**src/source/smu_ctl_pkg.sv**
```systemverilog
////////////////////////////////////////////////////////////////////////////
// shared widths, register map and defaults for the smu control FPGA
// import into any module that decodes frames or updates registers
////////////////////////////////////////////////////////////////////////////
package smu_ctl_pkg;

  // spi frame layout, address in the high byte, value in the low byte
  localparam int FRAME_BITS = 16;
  localparam int ADDR_BITS  = 8;
  localparam int VAL_BITS   = 8;

  // each control register is one nibble
  localparam int CTL_BITS   = 4;
  localparam int NUM_PERIPH = 4;
  localparam int NUM_REGS   = 8;

  localparam logic [ADDR_BITS-1:0] ADDR_SOFT_RESET = 8'd11;

  // register index into the bank
  localparam int IDX_LED         = 0;
  localparam int IDX_MUX         = 1;
  localparam int IDX_DAC_CTL     = 2;
  localparam int IDX_RAILS       = 3;
  localparam int IDX_DAC_REF_MUX = 4;
  localparam int IDX_ADC_CTL     = 5;
  localparam int IDX_CLAMP1      = 6;
  localparam int IDX_RAILS_OE    = 7;

  // spi address of each register, by index
  localparam logic [ADDR_BITS-1:0] REG_ADDR [NUM_REGS] = '{
    8'd7, 8'd8, 8'd9, 8'd10, 8'd12, 8'd14, 8'd15, 8'd24
  };

  // power-on values
  // dac_ref_mux and clamp1 switches are active low, so all off
  // rails_oe bit 0 active low, keeps rails disabled until asked
  localparam logic [CTL_BITS-1:0] REG_DEFAULT [NUM_REGS] = '{
    4'b0000, 4'b0000, 4'b0000, 4'b0000, 4'b1111, 4'b0000, 4'b1111, 4'b0001
  };

  // value byte low nibble sets, high nibble clears
  // a bit both set and cleared toggles instead
  function automatic logic [CTL_BITS-1:0] ctl_update(
    input logic [CTL_BITS-1:0] old,
    input logic [VAL_BITS-1:0] val
  );
    logic [CTL_BITS-1:0] set_mask;
    logic [CTL_BITS-1:0] clr_mask;
    logic [CTL_BITS-1:0] both;
    set_mask = val[CTL_BITS-1:0];
    clr_mask = val[2*CTL_BITS-1:CTL_BITS];
    both     = set_mask & clr_mask;
    if (both != '0)
      return old ^ both;
    return (old | set_mask) & ~clr_mask;
  endfunction

endpackage

```
**src/source/spi_input_sync.sv**
```systemverilog
////////////////////////////////////////////////////////////////////////////
// brings the slow spi pins into the clk domain through two flops
// and flags sclk rising and cs_n rising as single-cycle pulses
////////////////////////////////////////////////////////////////////////////
module spi_input_sync (
  input  logic clk,
  input  logic rst,
  input  logic sclk,
  input  logic cs_n,
  input  logic special_n,
  input  logic mosi,
  output logic mosi_s,
  output logic cs_n_s,
  output logic special_n_s,
  output logic sclk_rise,
  output logic cs_rise
);

  // pin order special_n, cs_n, sclk, mosi
  // idle selects high, clock and data low
  localparam logic [3:0] IDLE = 4'b1100;

  logic [3:0] meta;
  logic [3:0] sync;
  logic       sclk_prev;
  logic       cs_n_prev;

  always_ff @(posedge clk)
  begin
    if (rst)
    begin
      meta      <= IDLE;
      sync      <= IDLE;
      sclk_prev <= 1'b0;
      cs_n_prev <= 1'b1;
    end
    else
    begin
      meta      <= {special_n, cs_n, sclk, mosi};
      sync      <= meta;
      // one more stage for edge compare
      sclk_prev <= sync[1];
      cs_n_prev <= sync[2];
    end
  end

  assign special_n_s = sync[3];
  assign cs_n_s      = sync[2];
  assign mosi_s      = sync[0];

  // edges, valid the same cycle the synced level changes
  assign sclk_rise = sync[1] & ~sclk_prev;
  assign cs_rise   = sync[2] & ~cs_n_prev;

endmodule

```
**src/source/spi_frame_receiver.sv**
```systemverilog
////////////////////////////////////////////////////////////////////////////
// collects one special spi frame, msb first, from the synced pins
// and strobes address and value out when cs_n closes on 16 bits
////////////////////////////////////////////////////////////////////////////
module spi_frame_receiver (
  input  logic                             clk,
  input  logic                             rst,
  input  logic                             mosi_s,
  input  logic                             cs_n_s,
  input  logic                             special_n_s,
  input  logic                             sclk_rise,
  input  logic                             cs_rise,
  output logic                             wr_strobe,
  output logic [smu_ctl_pkg::ADDR_BITS-1:0] wr_addr,
  output logic [smu_ctl_pkg::VAL_BITS-1:0]  wr_val
);

  import smu_ctl_pkg::*;

  // one spare bit so an overlong frame never looks like 16
  localparam int CNT_BITS = $clog2(FRAME_BITS) + 1;

  logic [FRAME_BITS-1:0] shift;
  logic [CNT_BITS-1:0]   bit_cnt;
  logic                  active;

  assign active = ~cs_n_s & ~special_n_s;

  // shift register, first bit ends up as msb
  always_ff @(posedge clk)
  begin
    if (active && sclk_rise)
      shift <= {shift[FRAME_BITS-2:0], mosi_s};
  end

  // bit counter, saturates, cleared between frames
  always_ff @(posedge clk)
  begin
    if (rst || cs_n_s)
      bit_cnt <= '0;
    else if (active && sclk_rise && bit_cnt != '1)
      bit_cnt <= bit_cnt + 1'b1;
  end

  // counter still holds the frame length on the cs_rise cycle
  always_ff @(posedge clk)
  begin
    if (rst)
      wr_strobe <= 1'b0;
    else
      wr_strobe <= cs_rise && !special_n_s && (bit_cnt == CNT_BITS'(FRAME_BITS));
  end

  // shift is frozen once cs_n is high, so these hold with the strobe
  assign wr_addr = shift[FRAME_BITS-1:VAL_BITS];
  assign wr_val  = shift[VAL_BITS-1:0];

endmodule

```
**src/source/control_register.sv**
```systemverilog
////////////////////////////////////////////////////////////////////////////
// one nibble control register, set/clear/toggle on write
// reset or a soft-reset load puts it back to RESET_VALUE
////////////////////////////////////////////////////////////////////////////
module control_register #(
  parameter logic [smu_ctl_pkg::CTL_BITS-1:0] RESET_VALUE = '0
) (
  input  logic                              clk,
  input  logic                              rst,
  input  logic                              load_default,
  input  logic                              write,
  input  logic [smu_ctl_pkg::VAL_BITS-1:0]  wr_val,
  output logic [smu_ctl_pkg::CTL_BITS-1:0] q
);

  import smu_ctl_pkg::*;

  always_ff @(posedge clk)
  begin
    // soft reset takes priority over a write
    if (rst || load_default)
      q <= RESET_VALUE;
    else if (write)
      q <= ctl_update(q, wr_val);
  end

endmodule

```
**src/source/register_file.sv**
```systemverilog
////////////////////////////////////////////////////////////////////////////
// address decode for the control register bank
// one register per table entry, soft-reset address reloads all
////////////////////////////////////////////////////////////////////////////
module register_file (
  input  logic                                                      clk,
  input  logic                                                      rst,
  input  logic                                                      wr_strobe,
  input  logic [smu_ctl_pkg::ADDR_BITS-1:0]                         wr_addr,
  input  logic [smu_ctl_pkg::VAL_BITS-1:0]                          wr_val,
  output logic [smu_ctl_pkg::NUM_REGS-1:0][smu_ctl_pkg::CTL_BITS-1:0] regs
);

  import smu_ctl_pkg::*;

  logic                load_default;
  logic [NUM_REGS-1:0] reg_write;

  /////////////////////////////////////////////////////////////////////////
  // decode

  // soft reset hits every register at once
  assign load_default = wr_strobe && (wr_addr == ADDR_SOFT_RESET);

  // unknown addresses match nothing and drop out here
  always_comb
  begin
    for (int i = 0; i < NUM_REGS; i++)
      reg_write[i] = wr_strobe && (wr_addr == REG_ADDR[i]);
  end

  /////////////////////////////////////////////////////////////////////////
  // bank

  for (genvar i = 0; i < NUM_REGS; i++)
  begin : g_reg
    control_register #(
      .RESET_VALUE (REG_DEFAULT[i])
    ) i_reg (
      .clk          (clk),
      .rst          (rst),
      .load_default (load_default),
      .write        (reg_write[i]),
      .wr_val       (wr_val),
      .q            (regs[i])
    );
  end

endmodule

```
**src/source/spi_peripheral_router.sv**
```systemverilog
////////////////////////////////////////////////////////////////////////////
// routes the shared chip select and miso to the downstream peripherals
// purely combinational, follows the pins with no clk delay
////////////////////////////////////////////////////////////////////////////
module spi_peripheral_router (
  input  logic                               cs_n,
  input  logic                               special_n,
  input  logic [smu_ctl_pkg::NUM_PERIPH-1:0] mux_sel,
  input  logic [smu_ctl_pkg::NUM_PERIPH-1:0] periph_miso,
  output logic [smu_ctl_pkg::NUM_PERIPH-1:0] periph_cs_n,
  output logic                               miso
);

  // peripherals stay deselected during a special frame
  // so register writes never leak into them
  always_comb
  begin
    if (!special_n || cs_n)
      periph_cs_n = '1;
    else
      periph_cs_n = ~mux_sel;
  end

  // wired-or of the selected miso lines
  // own fpga miso has nothing to return, held low
  assign miso = special_n ? |(mux_sel & periph_miso) : 1'b0;

endmodule

```
**src/source/smu_ctl_top.sv**
```systemverilog
////////////////////////////////////////////////////////////////////////////
// smu control FPGA top level
// spi register bank plus chip-select routing to adc03, dac, flash, adc02
////////////////////////////////////////////////////////////////////////////
module smu_ctl_top (
  input  logic                               clk,
  input  logic                               rst,
  input  logic                               sclk,
  input  logic                               cs_n,
  input  logic                               special_n,
  input  logic                               mosi,
  input  logic [smu_ctl_pkg::NUM_PERIPH-1:0] periph_miso,
  output logic                               miso,
  output logic [smu_ctl_pkg::NUM_PERIPH-1:0] periph_cs_n,
  output logic [smu_ctl_pkg::CTL_BITS-1:0]   led,
  output logic [smu_ctl_pkg::CTL_BITS-1:0]   dac_ctl,
  output logic [smu_ctl_pkg::CTL_BITS-1:0]   rails,
  output logic [smu_ctl_pkg::CTL_BITS-1:0]   dac_ref_mux,
  output logic [smu_ctl_pkg::CTL_BITS-1:0]   adc_ctl,
  output logic [smu_ctl_pkg::CTL_BITS-1:0]   clamp1,
  output logic [smu_ctl_pkg::CTL_BITS-1:0]   rails_oe
);

  import smu_ctl_pkg::*;

  logic                               mosi_s;
  logic                               cs_n_s;
  logic                               special_n_s;
  logic                               sclk_rise;
  logic                               cs_rise;
  logic                               wr_strobe;
  logic [ADDR_BITS-1:0]               wr_addr;
  logic [VAL_BITS-1:0]                wr_val;
  logic [NUM_REGS-1:0][CTL_BITS-1:0]  regs;
  logic [NUM_PERIPH-1:0]              mux_sel;

  /////////////////////////////////////////////////////////////////////////
  // spi receive path, 2 sync + 1 strobe + 1 update cycles

  spi_input_sync i_sync (
    .clk         (clk),
    .rst         (rst),
    .sclk        (sclk),
    .cs_n        (cs_n),
    .special_n   (special_n),
    .mosi        (mosi),
    .mosi_s      (mosi_s),
    .cs_n_s      (cs_n_s),
    .special_n_s (special_n_s),
    .sclk_rise   (sclk_rise),
    .cs_rise     (cs_rise)
  );

  spi_frame_receiver i_rx (
    .clk         (clk),
    .rst         (rst),
    .mosi_s      (mosi_s),
    .cs_n_s      (cs_n_s),
    .special_n_s (special_n_s),
    .sclk_rise   (sclk_rise),
    .cs_rise     (cs_rise),
    .wr_strobe   (wr_strobe),
    .wr_addr     (wr_addr),
    .wr_val      (wr_val)
  );

  register_file i_regs (
    .clk       (clk),
    .rst       (rst),
    .wr_strobe (wr_strobe),
    .wr_addr   (wr_addr),
    .wr_val    (wr_val),
    .regs      (regs)
  );

  /////////////////////////////////////////////////////////////////////////
  // routing, straight from the raw pins

  // one mux bit per peripheral
  assign mux_sel = regs[IDX_MUX][NUM_PERIPH-1:0];

  spi_peripheral_router i_router (
    .cs_n        (cs_n),
    .special_n   (special_n),
    .mux_sel     (mux_sel),
    .periph_miso (periph_miso),
    .periph_cs_n (periph_cs_n),
    .miso        (miso)
  );

  // board control nibbles
  assign led         = regs[IDX_LED];
  assign dac_ctl     = regs[IDX_DAC_CTL];
  assign rails       = regs[IDX_RAILS];
  assign dac_ref_mux = regs[IDX_DAC_REF_MUX];
  assign adc_ctl     = regs[IDX_ADC_CTL];
  assign clamp1      = regs[IDX_CLAMP1];
  assign rails_oe    = regs[IDX_RAILS_OE];

endmodule

```
**config.mk**
```make
export PLATFORM = sky130hd
export DESIGN_NAME = smu_ctl_top
export DESIGN_NICKNAME = d
export VERILOG_FILES = /design/src/source/smu_ctl_pkg.sv /design/src/source/spi_input_sync.sv /design/src/source/spi_frame_receiver.sv /design/src/source/control_register.sv /design/src/source/register_file.sv /design/src/source/spi_peripheral_router.sv /design/src/source/smu_ctl_top.sv
export SDC_FILE = /design/constraint.sdc
export NUM_CORES = 1
export LEC_CHECK = 0
export BUFFER_PORTS_ARGS = -buffer_cell sky130_fd_sc_hd__buf_2
export CAP_MARGIN = 5
export CORE_MARGIN = 2
export CORE_UTILIZATION = 25
export CTS_CLUSTER_DIAMETER = 30
export DETAILED_ROUTE_END_ITERATION = 7
export SLEW_MARGIN = 20
export SYNTH_ARGS = -nofsm -noshare
export SYNTH_HDL_FRONTEND = slang
export SYNTH_SLANG_ARGS = --single-unit
```
**constraint.sdc**
```tcl
create_clock -name clk -period 3.6 [get_ports clk]
set_clock_uncertainty 0.05 [all_clocks]
set_input_delay 0.72 -clock clk [delete_from_list [all_inputs] [get_ports clk]]
set_output_delay 0.72 -clock clk [all_outputs]
set_load 0.005 [all_outputs]
```
# Word level (Yosys, flattened, before mapping)
# Index checks and enable logic that the tools add are counted.
word_totals:
  register_bits: 64
op_classes:
  n_eq_ne: 11
  n_reduce_logical: 20
  bitwise_logic: 35
  n_mux: 35
  add_sub_neg: 1
ops:
  columns: ["op", "count"]
  rows:
  - ["$mux 4", 17]
  - ["$eq 8x4->1 const B", 7]
  - ["$and 4x4->4", 10]
  - ["$or 4x4->4", 8]
  - ["$xor 4x4->4", 8]
  - ["$mux 1", 18]
  - ["$logic_and 1x1->1", 13]
  - ["$eq 8x3->1 const B", 1]
  - ["$eq 8x5->1 const B", 1]
  - ["$not 4->4", 2]
  - ["$add 5x1->5 const B", 1]
  - ["$eq 5x5->1 const B", 1]
  - ["$ne 5x5->1 const B", 1]
  - ["$not 1->1", 4]
  - ["$reduce_bool 4->1", 1]
  - ["$reduce_or 4->1", 1]
  - ["$and 1x1->1", 3]
  - ["$logic_or 1x1->1", 3]
  - ["$logic_not 1->1", 2]

# Longest topological paths before layout
# Gate-level depths: netlist (run 1).
depth:
  word_depth: 6
  depth_mapped: 7
  depth_no_buf: 6

# Hierarchy
# A second synthesis (run 1) with hierarchy kept.
unflattened:
  hier_cells: 348
  hier_area_um2: 3412.0
modules_own_cells:
  columns: ["mod", "instances", "area_per_inst_um2", "cells_each"]
  rows:
  - ["control_register at i_regs.g_reg[0].i_reg ...", 5, 254.0, 30]
  - ["spi_frame_receiver", 1, 790.8, 53]
  - ["control_register at i_regs.g_reg[4].i_reg ...", 2, 319.1, 33]
  - ["spi_input_sync", 1, 275.3, 22]
  - ["control_register at i_regs.g_reg[7].i_reg", 1, 259.0, 32]
  - ["register_file", 1, 127.6, 17]
  - ["spi_peripheral_router", 1, 51.3, 8]

# Least setup slack after synthesis (run 1)
# No wires, ideal clock.
synth_timing:
  path_kind: "reg-to-reg"
  startpoint: "register i_rx.shift[13]"
  endpoint: "register i_regs.g_reg[0].i_reg.q[0] (netlist bit)"
  setup_time_ns: 0.143
  path_slack_ns: 1.671
  stages_incl_launch_ff: 8
  period_less_slack_ns: 1.929
  arrival_time_ns: 1.736
  required_ns: 3.407
  cell_sequence: "edfxtp_1 -> or4_4 -> buf_6 -> nor3_1 -> or2_1 -> buf_2 -> buf_2 -> a311oi_1"
synth_between:
  elab_chain_cells: 3
synth_lines:
  columns: ["element", "line_no", "source"]
  rows:
  - ["start: declaration", "spi_frame_receiver.sv:23", "logic [FRAME_BITS-1:0] shift;"]
  - ["start signal: assignment", "spi_frame_receiver.sv:33", "shift <= {shift[FRAME_BITS-2:0], mosi_s};"]
  - ["$eq 8x4->1", "register_file.sv:23", "assign load_default = wr_strobe && (wr_addr == ADDR_SOFT_RESET);"]
  - ["$logic_and 1x1->1", "register_file.sv:23", null]
  - ["$logic_or 1x1->1", "control_register.sv:21", "if (rst || load_default)"]
  - ["end signal: assignment", "control_register.sv:24", "q <= ctl_update(q, wr_val);"]
  - ["end: declaration", "control_register.sv:13", "output logic [smu_ctl_pkg::CTL_BITS-1:0] q"]
# Several ways; a longest one is shown, not always the timed one.
# A chain may end at the register's enable or synchronous reset.

# Final worst setup path (run 1)
layout_timing:
  startpoint: "register i_rx.shift[13]"
  endpoint: "register i_regs.g_reg[7].i_reg.q[3] (netlist bit)"
layout_between:
  elab_chain_cells: 3
layout_lines:
  columns: ["element", "line_no"]
  rows:
  - ["$eq 8x4->1", "register_file.sv:23"]
  - ["$logic_and 1x1->1", "register_file.sv:23"]
  - ["$logic_or 1x1->1", "control_register.sv:21"]
  - ["end signal: assignment", "control_register.sv:24"]
  - ["end: declaration", "control_register.sv:13"]
# Several ways; a longest one is shown, not always the timed one.

==> flow_metrics.py, run 1 <==
metrics = {
    "status": {
        "status": "finished, final reports clean",
    },
    "setup_path": {
        "crit_required_ns": 3.72,
        "slowest_delay_ns": 0.71,
        "startpoint_type": "register",
        "slowest_stage": "or2_1",
        "path_cells": "or4_4, nor3_1, or2_1, nor3_1",
        "endpoint_kind": "register",
        "path_class": "reg -> reg",
        "worstPathArrival_ns": 2.55,
        "crit_fanout": 23,
        "cp_common_cell": "nor3_1",
    },
    "synthesis": {
        "synth_top_area_share": 0.339,
        "ys_dominant_reg_cell": "dfxtp_1",
        "ys_warn_count": 0,
        "synth.distinct_cells": 38,
        "synth_fp_nets": 310,
        "synthCells": 297,
        "synth.area.top_cells": "dfxtp_1 (34%), edfxtp_1 (17%), nand2_1 (8.0%)",
        "synth_area_per_cell_sq_um": 9.53,
        "synth_seq_cells": 64,
        "synth_area_sq_mm": 0.00283,
        "async_flop_share": 0,
        "yosysTopAreaCell": "dfxtp_1",
        "ys_seq_area_frac": 0.509,
        "synth_edf_count": 16,
    },
    "place": {
        "hpwlAfterDp_um": 4690,
        "gp_routability_congestion": 0.742,
        "io_buffers": 42,
        "dp_cells": 460,
    },
    "clock_tree": {
        "hold_buffers": 0,
        "cts_setup_buffers": 0,
        "clkLatencyLatePin_ns": 0.32,
        "cts.sinks": 64,
        "clk_pin_slew_ns": 0.06,
        "cts_root_buf": "clkbuf_16",
        "clock_path_buffers": 2,
        "cts_tree": "built",
        "cts_resized": 0,
        "cts_buffers": 9,
        "htreeDepth": 3,
    },
    "cells_and_area": {
        "seqCellArea_sq_mm": 0.00144,
        "drive_above_1_share": 0.217,
        "synthToLayoutAreaGrowth_pct": 21.4,
        "final_nets": 344,
        "multi_input_area_sq_mm": 0.00129,
        "antenna_cells": 0,
        "utilization": 0.314,
        "fill_cells": 1168,
        "fin_cells": 476,
    },
    "job": {
        "maxCapViolations": 0,
    },
    "detailed_routing": {
        "drc_errors": 0,
        "detail-route-antenna-nets": 0,
        "first_iter_violations": 170,
        "drt-wirelength-per-cell_um": 14.9,
        "first_pass_iters": 5,
        "via_per_inst": 5.03,
        "vias": 2396,
        "routed_wl_um": 7100,
    },
    "global_route": {
        "grt-ovfl-total": 0,
        "first_global_vias": 2354,
        "grt_usage": 0.122,
        "grt_max_degree": 24,
        "antenna_found_initial": 0,
        "grt_pass1_wl_um": 12000,
    },
    "sta": {
        "fin_crit_sh": 0.674,
        "rsz0062_at_grt": "no",
        "hold_violations": 0,
        "worst_pin_slew_ns": 0.850,
        "slew_headroom": 0.433,
        "setup_viol": 0,
        "min_period_ns": 2.42,
        "finalMaxSlewViolations": 0,
        "fmax_mhz": 412,
        "fin_tns_setup_ns": 0,
    },
    "die": {
        "die_y_um": 110,
        "rows": 38,
        "coreArea_sq_mm": 0.0109,
        "die-area_sq_mm": 0.0122,
        "pin_count": 43,
        "start_util": 0.259,
        "fp.dieW_um": 110,
    },
    "pwr": {
        "p_leak_nw": 1.34,
        "cellPowerDensity_mw_per_mm2": 477,
        "max-vdd-ir-drop_uv": 228,
    },
    "hold_path": {
        "hold_class": "reg -> reg",
    },
}
[worst paths after layout]
path / from / slack [ns] / cells past startpoint / endpoint
max reg2reg: i_rx.shift[13] / 1.18 / 4 / i_regs.g_reg[7].i_reg.q[3]
min reg2reg: i_sync.sync[0] / 0.35 / 0 / i_rx.shift[0]
max: i_rx.shift[13] / 1.18 / 4 / i_regs.g_reg[7].i_reg.q[3]
min: i_sync.sync[0] / 0.35 / 0 / i_rx.shift[0]
[flip-flops by register name, summed over array words and instances, names as in the netlist]
| signal | flops |
|---|---|
| i_regs.g.i_reg.q | 32 |
| i_rx.wr_strobe | 1 |
| i_sync.meta | 4 |
| i_rx.shift | 16 |
| i_rx.bit_cnt | 5 |
| i_sync.sync | 4 |
| i_sync.sclk_prev | 1 |
| i_sync.cs_n_prev | 1 |
[critical path: cells and delay by family (launching register included)]
kind             cells  cell delay (ns)
DFF                  1             0.40
and+or+nand+nor      4             1.83
[synthesized netlist by cell type, drive strengths merged (6+ instances only)]
cell type  instances
nor3               7
a311oi            20
dfxtp             48
nand2             60
o21ai             21
a21oi             34
nor2b              6
and3              11
clkbuf            15
nor2               6
edfxtp            16
or2                7
[placed cells by master (no fill, tap or decap), types with 2 or more instances in the layout]
cell type / instances
a211oi_1: 2
a21boi_0: 3
a21oi_1: 34
a222oi_1: 4
a22o_1: 2
a22oi_1: 2
a311oi_1: 20
and3_1: 11
buf_2: 42
clkbuf_16: 9
dfxtp_1: 48
edfxtp_1: 16
ha_1: 3
inv_1: 4
inv_4: 4
nand2_1: 60
nand3_1: 2
nor2_1: 6
nor2b_1: 6
nor3_1: 3
nor3_2: 2
nor3_4: 2
nor4_4: 4
o21a_1: 4
o21ai_0: 15
o21ai_1: 6
or2_2: 6
xnor2_1: 3
[stage by stage]
stage | hold slack (ns) | worst slack, ns | instance area [sq um] | total power, mW
6_report | 0.354 | 1.18 | 3440 | 1.64
5_1_grt | 0.361 | 1.02 | 3440 | 1.69
4_1_cts | 0.358 | 1.18 | 3440 | 1.65
3_5_place_dp | 0.349 | 1.18 | 3130 | 0.777
3_3_place_gp | 0.342 | 1.27 | 3130 | 0.776
2_1_floorplan | 0.336 | 1.67 | 2830 | 0.768
[logic make-up (layout without fill, tap and decap cells)]
logic type	count (synthesis)	in the layout	share of synthesized area
adder cells (fa/ha/maj)	3	3	0.0133
AO/OA/AOI/OAI	92	92	0.209
AND/OR/NAND/NOR	112	112	0.225
XOR/XNOR	3	3	0.00928
buffers and inverters	23	62	0.0345
flip-flops	64	64	0.509
[cell type report]
type | instances | area share
Clock buffer | 10 | 0.0695
Clock inverter | 6 | 0.0186
Inverter | 4 | 0.00437
Multi-Input combinational cell | 210 | 0.376
Sequential cell | 64 | 0.419
Tap cell | 140 | 0.0510
Timing Repair Buffer | 42 | 0.0612
[power by group]
part | internal [mW] | switching, mW
Combinational | 0.00816 | 0.0124
Sequential | 0.739 | 0.00195
Clock | 0.557 | 0.321
Total | 1.30 | 0.336
[per-layer routing]
metal	share of wire	routed length [um]	vias up	GRT usage
met4	0.018	130	0	0.0717
li1	-	-	1165	-
met3	0.043	309	7	0.0225
met1	0.48	3430	1152	0.164
met5	0	0	-	0
met2	0.46	3240	72	0.181
No activity file was read; power rests on OpenSTA's default activity.
==> inputs of run 2 (changes only) <==
Clock period 3.6 ns to 2.2 ns, I/O delays scaled along.
==> run 2 against run 1 <==
- final area grew 4.3%
- final cell count up 3.2%
- flip-flop and latch count stayed put
- maximum frequency rose by 17%
- combinational power grew 89%
- worst hold slack worse by 0.092 ns
- sequential share of layout area shrank 1.7 points
- setup slack lost 1.0 ns
- critical path depth is the same
- global-route usage rose by 0.19 points
==> flow_metrics.py, run 2 (synthesis results as in run 1) <==
metrics = {
    "clock_tree": {
        "htreeDepth": 3,
        "hold_buffers": 0,
        "clock_path_buffers": 2,
        "cts_buffers": 9,
        "cts_tree": "built",
        "clk_pin_slew_ns": 0.05,
        "clkLatencyLatePin_ns": 0.33,
        "cts_root_buf": "clkbuf_16",
        "cts.sinks": 64,
    },
    "place": {
        "gp_routability_congestion": 0.799,
        "hpwlAfterDp_um": 5020,
        "io_buffers": 42,
    },
    "global_route": {
        "grt_max_degree": 24,
        "grt_usage": 0.124,
        "grt_pass1_wl_um": 12100,
        "antenna_found_initial": 0,
        "grt-ovfl-total": 0,
        "first_global_vias": 2328,
    },
    "detailed_routing": {
        "first_iter_violations": 159,
        "first_pass_iters": 5,
        "drc_errors": 0,
        "drt-wirelength-per-cell_um": 14.9,
        "via_per_inst": 4.95,
        "vias": 2430,
        "detail-route-antenna-nets": 0,
        "routed_wl_um": 7330,
    },
    "pwr": {
        "p_leak_nw": 1.43,
        "cellPowerDensity_mw_per_mm2": 771,
        "max-vdd-ir-drop_uv": 390,
        "finalPower_mw": 2.76,
    },
    "setup_path": {
        "worstPathArrival_ns": 2.25,
        "crit_required_ns": 2.38,
        "startpoint_type": "register",
        "crit_fanout": 8,
        "path_class": "reg -> reg",
        "endpoint_kind": "register",
    },
    "die": {
        "fp.dieW_um": 110,
        "start_util": 0.259,
        "coreArea_sq_mm": 0.0109,
        "die-area_sq_mm": 0.0122,
        "pin_count": 43,
        "die_y_um": 110,
        "rows": 38,
    },
    "sta": {
        "slew_headroom": 0.649,
        "hold_violations": 0,
        "worst_pin_slew_ns": 0.525,
        "finalMaxSlewViolations": 0,
        "min_period_ns": 2.07,
        "fin_tns_setup_ns": 0,
        "fin_crit_sh": 0.941,
        "rsz0062_at_grt": "no",
        "fmax_mhz": 483,
        "setup_viol": 0,
    },
    "cells_and_area": {
        "utilization": 0.328,
        "top_regs": "i_regs.g.i_reg.q (32), i_rx.shift (16), i_rx.bit_cnt (5)",
        "regMostFlops": "i_regs.g.i_reg.q",
        "antenna_cells": 0,
        "final_nets": 359,
        "final_common_cell": "nand2_1",
        "drive_above_1_share": 0.251,
        "largest_reg_flops": 32,
        "synthToLayoutAreaGrowth_pct": 26.6,
        "layout_common_cells": "nand2_1 (60), dfxtp_1 (48), buf_2 (42)",
    },
    "job": {
        "maxCapViolations": 0,
    },
    "status": {
        "status": "finished, final reports clean",
    },
    "hold_path": {
        "hold_class": "in -> reg",
    },
}
run 2: cell types whose count changed in the layout (fill, tap and decap cells not counted):
cell,change
clkinv_4,+1
buf_12,+1
inv_4,-3
clkinvlp_4,+1
clkbuf_16,+1
buf_4,+14
run 2: layer usage:
metal / global-route usage / up-vias / routed length (um)
li1: - / 1192 / -
met1: 0.168 / 1147 / 3530
met2: 0.184 / 81 / 3280
met3: 0.0335 / 10 / 396
met4: 0.0542 / 0 / 125
met5: 0 / - / 0
run 2: layout make-up:
cell class                 instances  area (sq um)
clock buffer                      11           264
sequential                        64          1440
tap                              140           175
inverter                           4          15.0
multi-input combinational        210          1290
fill                            1152          7350
timing repair buffer              57           335
clock inverter                     5          61.3
run 2: what timing repair did:
| item | in CTS | in global routing |
|---|---|---|
| setup endpoints to repair | 0 | 2 |
| setup buffers | 0 | 0 |
| resized for setup | 0 | 0 |
run 2: worst paths after layout:
kind / from / endpoint / slack (ns) / depth (start not counted)
max: i_rx.shift[13] / i_regs.g_reg[5].i_reg.q[0] / 0.13 / 4
min: cs_n / i_sync.meta[2] / 0.26 / 2
max reg2reg: i_rx.shift[13] / i_regs.g_reg[5].i_reg.q[0] / 0.13 / 4
min reg2reg: i_sync.meta[2] / i_sync.sync[2] / 0.36 / 1
run 2: critical path: stages, from the launching register on:
cell and delay [ns]:
edfxtp_1 0.41, or4_4 0.68, nor3_4 0.45, a21oi_1 0.13
a311oi_1 0.26
run 2: report_power, final:
group	switching, mW	internal [mW]	total, mW
Combinational	0.0216	0.0173	0.0389
Sequential	0.00291	1.21	1.21
Clock	0.533	0.980	1.51
Total	0.557	2.21	2.76
run 2: through the flow:
| step | setup WS (ns) | cell area, sq um | std cells | hold WS (ns) |
|---|---|---|---|---|
| after global routing | 0.0223 | 3580 | 491 | 0.256 |
| after global placement | 0.163 | 3260 | 475 | 0.341 |
| after detailed placement | 0.112 | 3260 | 475 | 0.344 |
| after CTS | 0.0936 | 3580 | 491 | 0.249 |
| after floorplan | 0.271 | 2830 | 297 | 0.336 |
| final | 0.129 | 3580 | 491 | 0.262 |
==> inputs of run 3 (changes only) <==
Settings changed: CTS_CLUSTER_DIAMETER 30 to unset, RECOVER_POWER set to 100, SKIP_LAST_GASP set to 1.
==> run 3 against run 2 <==
- core utilization is 0.38 points lower
- worst hold slack worse by 0.00051 ns
- sequential share of layout area grew 0.47 points
- setup slack worse by 0.015 ns
- wire length is 0.18% higher
- clock power about the same
- via count about the same
- critical endpoint unchanged
- largest cell class unchanged
- largest power group unchanged
- highest routed layer unchanged
==> flow_metrics.py, run 3 (synthesis results as in run 1) <==
metrics = {
    "die": {
        "die_y_um": 110,
        "fp.dieW_um": 110,
        "coreArea_sq_mm": 0.0109,
        "start_util": 0.259,
        "pin_count": 43,
        "die-area_sq_mm": 0.0122,
        "rows": 38,
    },
    "detailed_routing": {
        "detail-route-antenna-nets": 0,
        "vias": 2431,
        "first_pass_iters": 4,
        "first_iter_violations": 151,
        "drc_errors": 0,
        "drt-wirelength-per-cell_um": 15.0,
        "via_per_inst": 4.95,
        "routed_wl_um": 7350,
    },
    "clock_tree": {
        "clk_pin_slew_ns": 0.05,
        "clock_path_buffers": 2,
        "cts_resized": 0,
        "cts_root_buf": "clkbuf_16",
        "htreeDepth": 3,
        "hold_buffers": 0,
        "cts.sinks": 64,
        "clkLatencyLatePin_ns": 0.33,
        "cts_buffers": 9,
        "cts_setup_buffers": 0,
        "cts_tree": "built",
    },
    "sta": {
        "worst_pin_slew_ns": 0.579,
        "finalWorstSetupSlack_ns": 0.114,
        "fmax_mhz": 479,
        "rsz0062_at_grt": "no",
        "setup_viol": 0,
        "finalMaxSlewViolations": 0,
        "fin_crit_sh": 0.948,
        "hold_slack_ns": 0.262,
        "min_period_ns": 2.09,
        "fin_tns_setup_ns": 0,
        "hold_violations": 0,
        "slew_headroom": 0.614,
    },
    "place": {
        "gp_routability_congestion": 0.799,
        "io_buffers": 42,
        "hpwlAfterDp_um": 5020,
        "dp_cells": 475,
        "placed_area_sq_mm": 0.00326,
        "preCtsSetupSlack_ns": 0.112,
    },
    "job": {
        "maxCapViolations": 0,
    },
    "pwr": {
        "p_comb_frac": 0.014,
        "cellPowerDensity_mw_per_mm2": 780,
        "internal-power_mw": 2.21,
        "max-vdd-ir-drop_uv": 390,
        "switching_share": 0.202,
        "p_leak_nw": 1.35,
        "p_clk_frac": 0.548,
        "p_seq_frac": 0.439,
        "p_sw_mw": 0.557,
    },
    "cells_and_area": {
        "regMostFlops": "i_regs.g.i_reg.q",
        "final_common_cell": "nand2_1",
        "largest_reg_flops": 32,
        "antenna_cells": 0,
        "fill_cells": 1157,
        "layout_common_cells": "nand2_1 (60), dfxtp_1 (48), a21oi_1 (34)",
        "synthToLayoutAreaGrowth_pct": 25.1,
        "fin_area_sq_mm": 0.00354,
        "final_nets": 359,
        "drive_above_1_share": 0.179,
        "top_regs": "i_regs.g.i_reg.q (32), i_rx.shift (16), i_rx.bit_cnt (5)",
        "fin_cells": 491,
    },
    "setup_path": {
        "crit_start": "i_rx.shift[13]",
        "worstPathArrival_ns": 2.26,
        "crit_fanout": 8,
        "r2r-start": "i_rx.shift[13]",
        "endpoint_kind": "register",
        "crit_required_ns": 2.38,
        "path_class": "reg -> reg",
        "startpoint_type": "register",
    },
    "status": {
        "status": "finished, final reports clean",
    },
    "global_route": {
        "grt_usage": 0.124,
        "first_global_vias": 2328,
        "grt_max_degree": 24,
        "antenna_found_initial": 0,
        "grt-ovfl-total": 0,
        "grt_pass1_wl_um": 12100,
    },
    "hold_path": {
        "hold_start": "cs_n",
        "hold_class": "in -> reg",
    },
}
[run 3: cell count changes in the layout (fill, tap and decap cells not counted), moves of 2 or more]
cell      previous run  this run
o21ai_1              6         1
clkbuf_1             0        25
o21ai_0             15        20
buf_2               42        19
buf_4               14        10
clkbuf_2             0         2
[run 3: final cells by class]
class | count | area [sq um] | share of cell area
clock inverters | 5 | 61.3 | 0.0173
flip-flops and latches | 64 | 1440 | 0.407
inverters | 4 | 15.0 | 0.00424
well taps | 140 | 175 | 0.0494
repair buffers | 57 | 294 | 0.0830
multi-input cells | 210 | 1290 | 0.365
clock buffers | 11 | 264 | 0.0745
[run 3: power groups by stage]
stage	sequential, mW	clock, mW	combinational (mW)
6_report	1.21	1.51	0.0379
5_1_grt	1.21	1.59	0.0428
4_1_cts	1.21	1.55	0.0397
3_5_place_dp	1.24	0	0.0397
3_3_place_gp	1.24	0	0.0391
2_1_floorplan	1.24	0	0.0218
[run 3: critical path, cell delays in order (launching register included)]
cell and delay, ns:
edfxtp_1 0.41, or4_4 0.68, nor3_4 0.45, a21oi_1 0.12
a311oi_1 0.27
[run 3: worst paths after layout]
kind | slack, ns | cells after the start | endpoint
worst min-delay path | 0.26 | 2 | i_sync.meta[2]
worst max-delay path | 0.11 | 4 | i_regs.g_reg[5].i_reg.q[0]
worst min register to register | 0.36 | 1 | i_sync.sync[2]
worst max register to register | 0.11 | 4 | i_regs.g_reg[5].i_reg.q[0]
[run 3: through the flow]
step	total power, mW	utilization
detailed placement	1.28	0.298
finish	2.76	0.324
global placement	1.28	0.298
floorplan	1.26	-
CTS	2.80	0.328
global route	2.85	0.324
[run 3: metal layers]
metal | up-vias | routed length [um] | global-route usage
met1 | 1162 | 3590 | 0.168
met3 | 10 | 338 | 0.0335
met4 | 0 | 124 | 0.0542
met5 | - | 0 | 0
met2 | 67 | 3300 | 0.184
li1 | 1192 | - | -
